`config.mk`:
```
export PLATFORM = sky130hd
export DESIGN_NAME = pq_heap_top
export DESIGN_NICKNAME = d
export VERILOG_FILES = /design/src/pq_pkg.sv /design/src/pq_heap_top.sv /design/src/pq_level.sv /design/src/pq_issue_ctrl.sv /design/src/pq_occupancy.sv
export SDC_FILE = /design/constraint.sdc
export NUM_CORES = 2
export LEC_CHECK = 0
export BUFFER_PORTS_ARGS = -buffer_cell sky130_fd_sc_hd__buf_2
export CAP_MARGIN = 30
export CORE_MARGIN = 5
export CORE_UTILIZATION = 30
export DETAILED_ROUTE_END_ITERATION = 16
export MAX_ROUTING_LAYER = met4
export PLACE_DENSITY = 0.41
export SLEW_MARGIN = 25
export SYNTH_ARGS = -nofsm -noshare
export SYNTH_HDL_FRONTEND = slang
export SYNTH_SLANG_ARGS = --single-unit
```
`constraint.sdc`:
```
create_clock -name clk -period 39.7 [get_ports clk]
set_input_delay 3.97 -clock clk [delete_from_list [all_inputs] [get_ports clk]]
set_output_delay 3.97 -clock clk [all_outputs]
set_load 0.01 [all_outputs]
```
`src/pq_pkg.sv`:
```
package pq_pkg;

   parameter int KEY_W     = 16;
   parameter int MAX_DEPTH = 8;

   typedef logic [KEY_W-1:0] key_t;
   typedef logic [7:0]       node_idx_t;   // Covers the widest level at MAX_DEPTH
   typedef logic [8:0]       cnt_t;

   typedef enum logic [1:0] {
      op_nop,
      op_enq,
      op_deq
   } pq_op_e;

   typedef struct packed {
      pq_op_e    op;
      key_t      key;
      node_idx_t idx;   // Node addressed in the receiving level
   } pq_req_t;

   typedef struct packed {
      key_t left_key;
      key_t right_key;
      logic left_vld;
      logic right_vld;
      logic left_room;   // Free slot somewhere in left subtree
   } child_view_t;

   typedef struct packed {
      cnt_t count;
      logic full;
      logic empty;
      logic drop;
   } pq_status_t;

endpackage
```
`src/pq_heap_top.sv`:
```
`timescale 1ns/10ps

module pq_heap_top #(
   parameter int DEPTH = 5
) (
   input  logic               clk,
   input  logic               rst_n,
   input  logic               enq,
   input  logic               deq,
   input  pq_pkg::key_t       key_in,
   output pq_pkg::key_t       min_key,
   output logic               ready,
   output pq_pkg::pq_status_t status
);

   import pq_pkg::*;

   pq_req_t     req  [DEPTH];
   node_idx_t   pidx [DEPTH];
   child_view_t view [DEPTH];
   key_t        head [DEPTH];
   cnt_t        count;
   logic        full;
   logic        empty;
   logic        inc;
   logic        dec;
   logic        drop;

   pq_issue_ctrl #(.DEPTH(DEPTH)) u_issue (
      .clk      (clk),
      .rst_n    (rst_n),
      .enq      (enq),
      .deq      (deq),
      .key_in   (key_in),
      .full     (full),
      .empty    (empty),
      .ready    (ready),
      .root_req (req[0]),
      .inc      (inc),
      .dec      (dec),
      .drop     (drop)
   );

   pq_occupancy #(.DEPTH(DEPTH)) u_occ (
      .clk   (clk),
      .rst_n (rst_n),
      .inc   (inc),
      .dec   (dec),
      .count (count),
      .full  (full),
      .empty (empty)
   );

   assign pidx[0] = '0;   // Nothing peeks into the root

   for (genvar k = 0; k < DEPTH; k++) begin : g_level
      if (k < DEPTH - 1) begin : g_mid
         pq_level #(.LEVEL(k), .DEPTH(DEPTH)) u_level (
            .clk        (clk),
            .rst_n      (rst_n),
            .up_req     (req[k]),
            .down_req   (req[k+1]),
            .child_idx  (pidx[k+1]),
            .child_view (view[k+1]),
            .peek_idx   (pidx[k]),
            .peek_view  (view[k]),
            .head_key   (head[k])
         );
      end else begin : g_last
         pq_level #(.LEVEL(k), .DEPTH(DEPTH)) u_level (
            .clk        (clk),
            .rst_n      (rst_n),
            .up_req     (req[k]),
            .down_req   (),
            .child_idx  (),
            .child_view (),
            .peek_idx   (pidx[k]),
            .peek_view  (view[k]),
            .head_key   (head[k])
         );
      end
   end

   assign min_key = head[0];
   assign status  = '{count: count, full: full, empty: empty, drop: drop};

endmodule

```
`src/pq_level.sv`:
```
`timescale 1ns/10ps

module pq_level #(
   parameter int LEVEL = 0,
   parameter int DEPTH = 5
) (
   input  logic                clk,
   input  logic                rst_n,
   input  pq_pkg::pq_req_t     up_req,
   output pq_pkg::pq_req_t     down_req,
   output pq_pkg::node_idx_t   child_idx,
   input  pq_pkg::child_view_t child_view,
   input  pq_pkg::node_idx_t   peek_idx,
   output pq_pkg::child_view_t peek_view,
   output pq_pkg::key_t        head_key
);

   import pq_pkg::*;

   localparam int   IDX_W     = $bits(node_idx_t);
   localparam int   NODES     = 1 << LEVEL;
   localparam int   SLOTS     = (NODES < 2) ? 2 : NODES;   // Root keeps a spare right slot
   localparam int   SW        = $clog2(SLOTS);
   localparam bit   HAS_CHILD = (LEVEL < DEPTH - 1);
   localparam cnt_t SUB_CAP   = cnt_t'((1 << (DEPTH - LEVEL)) - 1);

   key_t key_q [SLOTS];
   logic vld_q [SLOTS];
   cnt_t cap_q [SLOTS];   // Free slots in the subtree under each node

   logic [SW-1:0] node;
   key_t          cur_key;
   logic          cur_vld;
   cnt_t          cur_cap;
   child_view_t   view;

   key_t          nxt_key;
   logic          nxt_vld;
   cnt_t          nxt_cap;
   logic          side;
   pq_req_t       nxt_req;

   node_idx_t     l_idx;
   node_idx_t     r_idx;
   logic [SW-1:0] l_slot;
   logic [SW-1:0] r_slot;
   logic          l_fwd;
   logic          r_fwd;
   cnt_t          l_cap;

   assign node      = up_req.idx[SW-1:0];
   assign cur_key   = key_q[node];
   assign cur_vld   = vld_q[node];
   assign cur_cap   = cap_q[node];
   assign view      = HAS_CHILD ? child_view : '0;   // Bottom level has no children
   assign child_idx = up_req.idx;   // Pair below this node
   assign head_key  = key_q[0];

   // Sift step for the node addressed by up_req
   always_comb begin
      nxt_key     = cur_key;
      nxt_vld     = cur_vld;
      nxt_cap     = cur_cap;
      side        = 1'b0;
      nxt_req.op  = op_nop;
      nxt_req.key = up_req.key;
      case (up_req.op)
         op_enq: begin
            nxt_vld = 1'b1;
            nxt_cap = cur_cap - cnt_t'(1);
            side    = !view.left_room;   // Fill left while it has room
            if (cur_vld) begin
               nxt_req.op = op_enq;
               if (up_req.key < cur_key) begin
                  nxt_key     = up_req.key;
                  nxt_req.key = cur_key;   // Larger key sinks
               end
            end else begin
               nxt_key = up_req.key;
            end
         end
         op_deq: begin
            nxt_cap = cur_cap + cnt_t'(1);
            if (view.left_vld || view.right_vld) begin
               side       = !view.left_vld ||
                            (view.right_vld && (view.right_key < view.left_key));
               nxt_key    = side ? view.right_key : view.left_key;
               nxt_req.op = op_deq;   // Refill the child that moved up
            end else begin
               nxt_vld = 1'b0;   // Leaf empties, op ends here
            end
         end
         default: ;
      endcase
      nxt_req.idx = {up_req.idx[IDX_W-2:0], side};
      if (!HAS_CHILD) begin
         nxt_req.op = op_nop;
      end
   end

   // Pair view for the parent level
   assign l_idx  = {peek_idx[IDX_W-2:0], 1'b0};
   assign r_idx  = l_idx | node_idx_t'(1);
   assign l_slot = l_idx[SW-1:0];
   assign r_slot = r_idx[SW-1:0];

   // A node being rewritten this cycle shows its new contents
   assign l_fwd  = (l_slot == node);
   assign r_fwd  = (r_slot == node);
   assign l_cap  = l_fwd ? nxt_cap : cap_q[l_slot];

   always_comb begin
      peek_view.left_key  = l_fwd ? nxt_key : key_q[l_slot];
      peek_view.right_key = r_fwd ? nxt_key : key_q[r_slot];
      peek_view.left_vld  = l_fwd ? nxt_vld : vld_q[l_slot];
      peek_view.right_vld = r_fwd ? nxt_vld : vld_q[r_slot];
      peek_view.left_room = (l_cap != '0);
   end

   always_ff @(posedge clk) begin
      if (!rst_n) begin
         for (int i = 0; i < SLOTS; i++) begin
            vld_q[i] <= 1'b0;
            cap_q[i] <= SUB_CAP;
         end
         down_req <= '0;
      end else begin
         vld_q[node] <= nxt_vld;
         cap_q[node] <= nxt_cap;
         down_req    <= nxt_req;
      end
   end

   always_ff @(posedge clk) begin
      key_q[node] <= nxt_key;
   end

endmodule

```
`src/pq_issue_ctrl.sv`:
```
`timescale 1ns/10ps

module pq_issue_ctrl #(
   parameter int DEPTH = 5
) (
   input  logic            clk,
   input  logic            rst_n,
   input  logic            enq,
   input  logic            deq,
   input  pq_pkg::key_t    key_in,
   input  logic            full,
   input  logic            empty,
   output logic            ready,
   output pq_pkg::pq_req_t root_req,
   output logic            inc,
   output logic            dec,
   output logic            drop
);

   import pq_pkg::*;

   typedef enum logic {
      st_open,
      st_settle
   } state_e;

   state_e state;
   state_e state_nxt;
   logic   open;
   logic   any_req;
   logic   take_enq;
   logic   take_deq;

   // Node index width only covers up to MAX_DEPTH levels
   if (DEPTH < 1 || DEPTH > MAX_DEPTH) begin : g_bad_depth
      $error("DEPTH %0d is outside 1 to %0d", DEPTH, MAX_DEPTH);
   end

   assign open     = (state == st_open);
   assign any_req  = open && (enq || deq);
   assign take_enq = open && enq && !deq && !full;
   assign take_deq = open && deq && !enq && !empty;

   assign ready = open && !take_enq;   // Enq cycle already closes the window
   assign inc   = take_enq;
   assign dec   = take_deq;

   always_comb begin
      root_req.op  = op_nop;
      root_req.key = key_in;
      root_req.idx = '0;   // Single node at level 0
      if (take_enq) begin
         root_req.op = op_enq;
      end else if (take_deq) begin
         root_req.op = op_deq;
      end
   end

   always_comb begin
      state_nxt = state;
      case (state)
         st_open:   state_nxt = take_enq ? st_settle : st_open;
         st_settle: state_nxt = st_open;   // Second cycle of enq spacing
         default:   state_nxt = st_open;
      endcase
   end

   always_ff @(posedge clk) begin
      if (!rst_n) begin
         state <= st_open;
         drop  <= 1'b0;
      end else begin
         state <= state_nxt;
         drop  <= any_req && !take_enq && !take_deq;   // Collision, full or empty
      end
   end

endmodule

```
`src/pq_occupancy.sv`:
```
`timescale 1ns/10ps

module pq_occupancy #(
   parameter int DEPTH = 5
) (
   input  logic         clk,
   input  logic         rst_n,
   input  logic         inc,
   input  logic         dec,
   output pq_pkg::cnt_t count,
   output logic         full,
   output logic         empty
);

   import pq_pkg::*;

   localparam cnt_t MAX_CNT = cnt_t'((1 << DEPTH) - 1);

   // inc and dec are exclusive by construction of the issue FSM
   always_ff @(posedge clk) begin
      if (!rst_n) begin
         count <= '0;
      end else if (inc) begin
         count <= count + cnt_t'(1);
      end else if (dec) begin
         count <= count - cnt_t'(1);
      end
   end

   assign full  = (count == MAX_CNT);
   assign empty = (count == '0);

endmodule

```
---- Word level (Yosys, flattened, before mapping) ----
Memory sizes are Yosys's and may differ from the RTL's. A register that Yosys moved wholly into a read port is not among the register bits.
Index checks and enable logic that the tools add are counted.
word-level totals
  logic and storage cells ................. 262
  bits in registers ....................... 93
  output and inout port bits .............. 29
  memories kept ........................... 14
  input port bits ......................... 20
  memory bits (writable) .................. 814
memories
  name                             depth  bits a word  read ports  clocked after memory_dff  write ports  line            RTL
  g_level[4].g_last.u_level.key_q  16     16           3           3                         1            pq_level.sv:27  key_t key_q [SLOTS];
  g_level[4].g_last.u_level.cap_q  16     9            2           2                         16           pq_level.sv:29  cnt_t cap_q [SLOTS];
  g_level[3].g_mid.u_level.key_q   8      16           3           3                         1            pq_level.sv:27
  g_level[3].g_mid.u_level.cap_q   8      9            2           2                         8            pq_level.sv:29
  g_level[2].g_mid.u_level.key_q   4      16           3           3                         1            pq_level.sv:27
  g_level[2].g_mid.u_level.cap_q   4      9            2           2                         4            pq_level.sv:29
  +8 memories                      --     --           --          --                        --           --
operators by class
  reduce and logical (&&, ||, !) cells .... 51
  add/sub/neg operators ................... 10
  equal/unequal tests ..................... 17
  multiplexer cells ....................... 144
  magnitude comparators ................... 9
  bitwise operators ....................... 2
operator list
  cell                                                                 number
  16-bit 2-to-1 mux                                                    35
  16-bit less-than comparator                                          9
  16-bit case mux with 2 select lines                                  4
  9-bit 2-to-1 mux                                                     10
  9-bit case mux with 2 select lines                                   4
  17-bit 2-to-1 mux                                                    4
  9-bit by 1-bit adder with 9-bit output (second input constant)       5
  9-bit by 1-bit subtractor with 9-bit output (second input constant)  5
  4-bit 2-to-1 mux                                                     10
  1-bit 2-to-1 mux                                                     37
  9-bit nonzero test                                                   4
  9-bit OR reduction                                                   4
  2-bit 2-to-1 mux                                                     16
  3-bit 2-to-1 mux                                                     10
  1-bit case mux with 2 select lines                                   10
  2-bit case mux with 2 select lines                                   4
  1-bit logical AND                                                    14
  1-bit logical NOT                                                    14
  2-bit by 1-bit == test with 1-bit output (second input constant)     5
  2-bit == test (second input constant)                                5
  9-bit by 5-bit == test with 1-bit output (second input constant)     1
  9-bit logical NOT                                                    1
  1-bit logical OR                                                     9
  4-bit == test                                                        2
  6 further kinds                                                      11

---- Depth between registers and ports, before layout ----
  depth in word-level cells ............... 32
  gate-level depth with buffers ........... 79
  gate-level depth less buffers ........... 66

---- Modules after synthesis ----
A second synthesis with hierarchy kept.
second synthesis, totals
  cells, all modules ...................... 4575
  area, all modules ....................... 54380.9 µm²
modules (own cells, without submodules)
  module                                instances  cells an instance  area each (µm²)  sequential area each (µm²)
  pq_level (g_level[4].g_last.u_level)  1          1366               21549.4          12812.3
  pq_level (g_level[3].g_mid.u_level)   1          1082               13007.5          6686.4
  pq_level (g_level[2].g_mid.u_level)   1          778                8109.0           3613.5
  pq_level (g_level[1].g_mid.u_level)   1          608                5417.7           1741.7
  pq_level (g_level[0].g_mid.u_level)   1          606                5227.5           1741.7
  pq_occupancy                          1          93                 744.5            180.2
  pq_issue_ctrl                         1          38                 299.0            40.0
  pq_heap_top                           1          4                  26.3             0.0

---- Worst setup path before layout ----
OpenSTA, ideal clock, no wires.
  path type ............................... flip-flop to flip-flop
  start point ............................. reg g_level[3].g_mid.u_level.down_req[0] (netlist name)
  end point ............................... mem g_level[0].g_mid.u_level.key_q[0][10] (netlist name) (data pin)
  required time ........................... 39.550 ns
  cell stages (with the launch flop) ...... 78
  setup slack ............................. 25.397 ns
  arrival ................................. 14.153 ns
  library setup time ...................... 0.150 ns
  buffers on the path ..................... 12
  period minus slack after synthesis ...... 14.303 ns
  cells stage by stage .................... dfxtp_1 -> buf_6 -> buf_12 -> buf_12 -> buf_12 -> buf_6 -> mux4_2 -> mux4_2 -> inv_1 -> ha_1 -> nand2_1 -> o211ai_1 -> a211o_1 -> or3b_1 -> nand2_1 -> clkbuf_1 -> o21ai_0 -> o21ai_0 -> [42 not listed] -> ha_1 -> a21oi_1 -> nor2b_1 -> o21ai_0 -> nand2b_1 -> a21oi_1 -> nor2b_1 -> o21ai_0 -> nand2b_1 -> a21oi_1 -> o211ai_1 -> or4_1 -> nor2_1 -> o21ai_4 -> and2_1 -> buf_4 -> buf_8 -> o211ai_2
RTL lines
  what                      line             RTL
  start: declaration        pq_level.sv:10   output pq_pkg::pq_req_t down_req,
  start signal: assignment  pq_level.sv:130  down_req <= nxt_req;
  end: declaration          pq_level.sv:27

==> impl_metrics.csv <==
group,metric,value,unit
run_status,outcome,"completed",
yosys,syn_avg_cell_area,12.2,sq um
yosys,synth_top_family_by_area,"compound AO/OA/AOI/OAI gates",
floorplanning,fp.dieW,409,microns
worst_setup_path,end_kind,"flop",
yosys,synthCells,3895,
yosys,syn-cell-area,47700,sq um
clock_tree,clock_latency,0.72,ns
global_route,grt_overflow,0,
sta,hold_viol,0,
sta,min_period_over_period,0.473,
yosys,synth-seq-area-share,0.528,
global_route,grt_max_degree,70,
sta,slew_headroom,0.334,
clock_tree,clockRootBuffer,"clkbuf_16",
placement,place_congestion,0.824,
routing,drt_iter0_drc,3019,
worst_setup_path,path_class,"flop to flop",
worst_setup_path,critPathRequiredTime,40.25,ns
power,p_total,2.33,mW
placement,dp.cells,5889,
cells_and_area,antenna_cells,0,
worst_setup_path,crit_path_start,"g_level[3].g_mid.u_level.down_req[0]$_SDFF_PN0_",
power,power_density,42.9,nW/um^2
yosys,ys_warn_count,0,
clock_tree,post_cts_buffers,0,
global_route,antenna_found_initial,1,
sta,fmax,53.3,MHz
placement,port_buffers,48,
worst_setup_path,crit_path_max_incr_delay,0.72,ns
floorplanning,row_count,146,
cells_and_area,instances_no_fill,6091,
yosys,muxShareOfSynthArea,0.124,
clock_tree,cts_buffer_depth,3,
routing,ant_nets,0,
sta,maxSlewViolCount,0,
routing,first_pass_iters,6,
routing,dr_total_vias,34377,
yosys,ys_ff_latch,891,
clock_tree,cts_sinks,891,
cells_and_area,fin_util,0.343,
worst_setup_path,startpoint_type,"flop",
clock_tree,cts_resized,0,
worst_setup_path,cp_slowest_cell,"or3b_1",
cells_and_area,layout.nets,4131,
yosys,synth_adder_area_share,0.0488,
sta,rsz0062_at_grt,"no",
worst_hold_path,hp-start,"g_level[3].g_mid.u_level.vld_q[7]$_DFF_P_",
routing,drc_errors,0,
sta,finalSetupViolations,0,
floorplanning,core,158000,sq um
yosys,synthesis.nets,4098,
clock_tree,cts_tree,"built",
clock_tree,cts_made_buffers,105,
sta,worst_slew_pin_slew,1.00,ns
routing,drt-total-wl,173000,microns
yosys,synth_xor_area_frac,0.00863,
worst_setup_path,critPathArrivalTime,19.32,ns
worst_hold_path,hold_class,"flop to flop",
worst_setup_path,rr_startpoint,"g_level[3].g_mid.u_level.down_req[0]$_SDFF_PN0_",
yosys,synthSimpleGateAreaFrac,0.108,
routing,wire_per_inst,28.3,microns
yosys,yosysUniqueCellTypes,107,
clock_tree,htreeDepth,3,
yosys,yosys_most_used_dff,"edfxtp_1",
yosys,synth_edf_count,736,
floorplanning,die_h,409,microns
global_route,grt_first_pass_wirelength,251000,microns
clock_tree,clk_pin_slew,0.06,ns
power,leakagePower,18.1,nW
global_route,grt_usage,0.208,
sta,fin_crit,18.76,ns
floorplanning,io_pins,49,
run,cap_viol_max_count,0,
power,peakVddDrop,0.0297,mV
yosys,synthArstFlopShare,0,
clock_tree,hold_buffers,0,
global_route,grt_pass1_vias,34603,
floorplanning,die_area,167000,sq um
cells_and_area,syn2layout_area_growth,13.8,%
sta,clock-skew-final,0.0329,ns
floorplanning,start_util,0.302,
yosys,synth_compound_area_frac,0.146,
sta,tns,0,ns
placement,dp_hpwl,114000,microns
worst_setup_path,critPathMaxFanout,35,
routing,vias_per_cell,5.64,
cells_and_area,layout-drive-gt1-share,0.185,
## synthesized netlist by cell type (all sizes together), types with 43 or more instances
cell type / count / area share
a211oi: 47 / 0.0076
a21oi: 175 / 0.019
a221oi: 43 / 0.0099
a22o: 48 / 0.0088
a22oi: 96 / 0.015
a31oi: 44 / 0.0060
buf: 88 / 0.011
clkbuf: 159 / 0.013
dfxtp: 155 / 0.065
edfxtp: 736 / 0.46
ha: 178 / 0.047
inv: 143 / 0.011
mux2i: 133 / 0.029
mux4: 188 / 0.089
nand2: 176 / 0.014
nand2b: 62 / 0.0081
nand3: 68 / 0.0072
nand4: 87 / 0.011
nor2: 495 / 0.039
nor3: 43 / 0.0048
o211ai: 51 / 0.0098
o21ai: 97 / 0.011
o22ai: 101 / 0.014
## path summary, 6_finish.rpt
kind | endpoint | slack [ns] | cells after the start
max | g_level[0].g_mid.u_level.key_q[0][4]$_DFFE_PP_ | 20.94 | 67
min | g_level[3].g_mid.u_level.vld_q[7]$_DFF_P_ | 0.49 | 2
max reg2reg | g_level[0].g_mid.u_level.key_q[0][4]$_DFFE_PP_ | 20.94 | 67
min reg2reg | g_level[3].g_mid.u_level.vld_q[7]$_DFF_P_ | 0.49 | 2
## final cells by class
type | instances | area, sq um
multi-input cells | 2608 | 21000
clock buffers | 127 | 2820
flip-flops and latches | 891 | 25200
well taps | 2072 | 2590
inverters | 149 | 564
fillers | 15650 | 104000
repair buffers | 173 | 1210
clock inverters | 71 | 882
## metal layers
| layer | track usage | vias to the layer above | share of wire |
|---|---|---|---|
| met4 | 0.0463 | 0 | 0.021 |
| met5 | - | - | 0 |
| met1 | 0.297 | 17755 | 0.47 |
| met3 | 0.0230 | 238 | 0.055 |
| li1 | - | 15281 | - |
| met2 | 0.319 | 1103 | 0.45 |
## worst max-delay path: cells and delay by family, from the launching register on
kind | cells | cell delay, ns
compound gates | 35 | 8.01
fa+ha+maj | 5 | 1.39
buf+inv | 7 | 2.26
flops | 1 | 0.69
mux | 4 | 1.82
simple gates | 16 | 4.33
## cells in the final DEF (no fill, tap or decap), types with 108 or more instances in the layout
master | netlist | layout
nor2_1 | 487 | 476
inv_1 | 131 | 127
mux4_2 | 187 | 187
edfxtp_1 | 736 | 736
clkbuf_16 | 0 | 108
a21oi_1 | 169 | 169
buf_4 | 10 | 120
dfxtp_1 | 155 | 147
ha_1 | 178 | 178
nand2_1 | 175 | 173
mux2i_1 | 127 | 126
## state kept, by name, summed over array words and instances, names as in the netlist, named ones only
name and count:
g_level.g_last.u_level.cap_q 144, g_level.g_last.u_level.key_q 256, g_level.g_last.u_level.vld_q 16, g_level.g_mid.u_level.cap_q 126, g_level.g_mid.u_level.down_req 82, g_level.g_mid.u_level.key_q 240, g_level.g_mid.u_level.vld_q 15, u_issue.drop 1
u_issue.state 1, u_occ.count 9
## where the power goes
group          internal, mW  switching [mW]
combinational        0.0813           0.132
sequential             1.05          0.0221
clock                 0.625           0.417
## through the flow
step / setup slack (ns) / hold WS [ns] / area, sq um
after detailed placement: 20.90 / 0.486 / 50600
final: 20.94 / 0.491 / 54300
after CTS: 20.83 / 0.494 / 54300
after global placement: 20.73 / 0.479 / 50500
after global routing: 19.49 / 0.521 / 54300
after floorplan: 25.40 / 0.447 / 47700
## cell families (layout without fill, tap and decap cells)
family | after synthesis | in the layout
AOI/OAI and AO/OA | 939 | 939
adders and majority gates | 183 | 183
xor gates and xnor gates | 47 | 47
buffers and inverters | 396 | 520
muxes | 350 | 350
and+or+nand+nor | 1089 | 1089
DFF | 891 | 891
(Power assumes the default switching activity.)
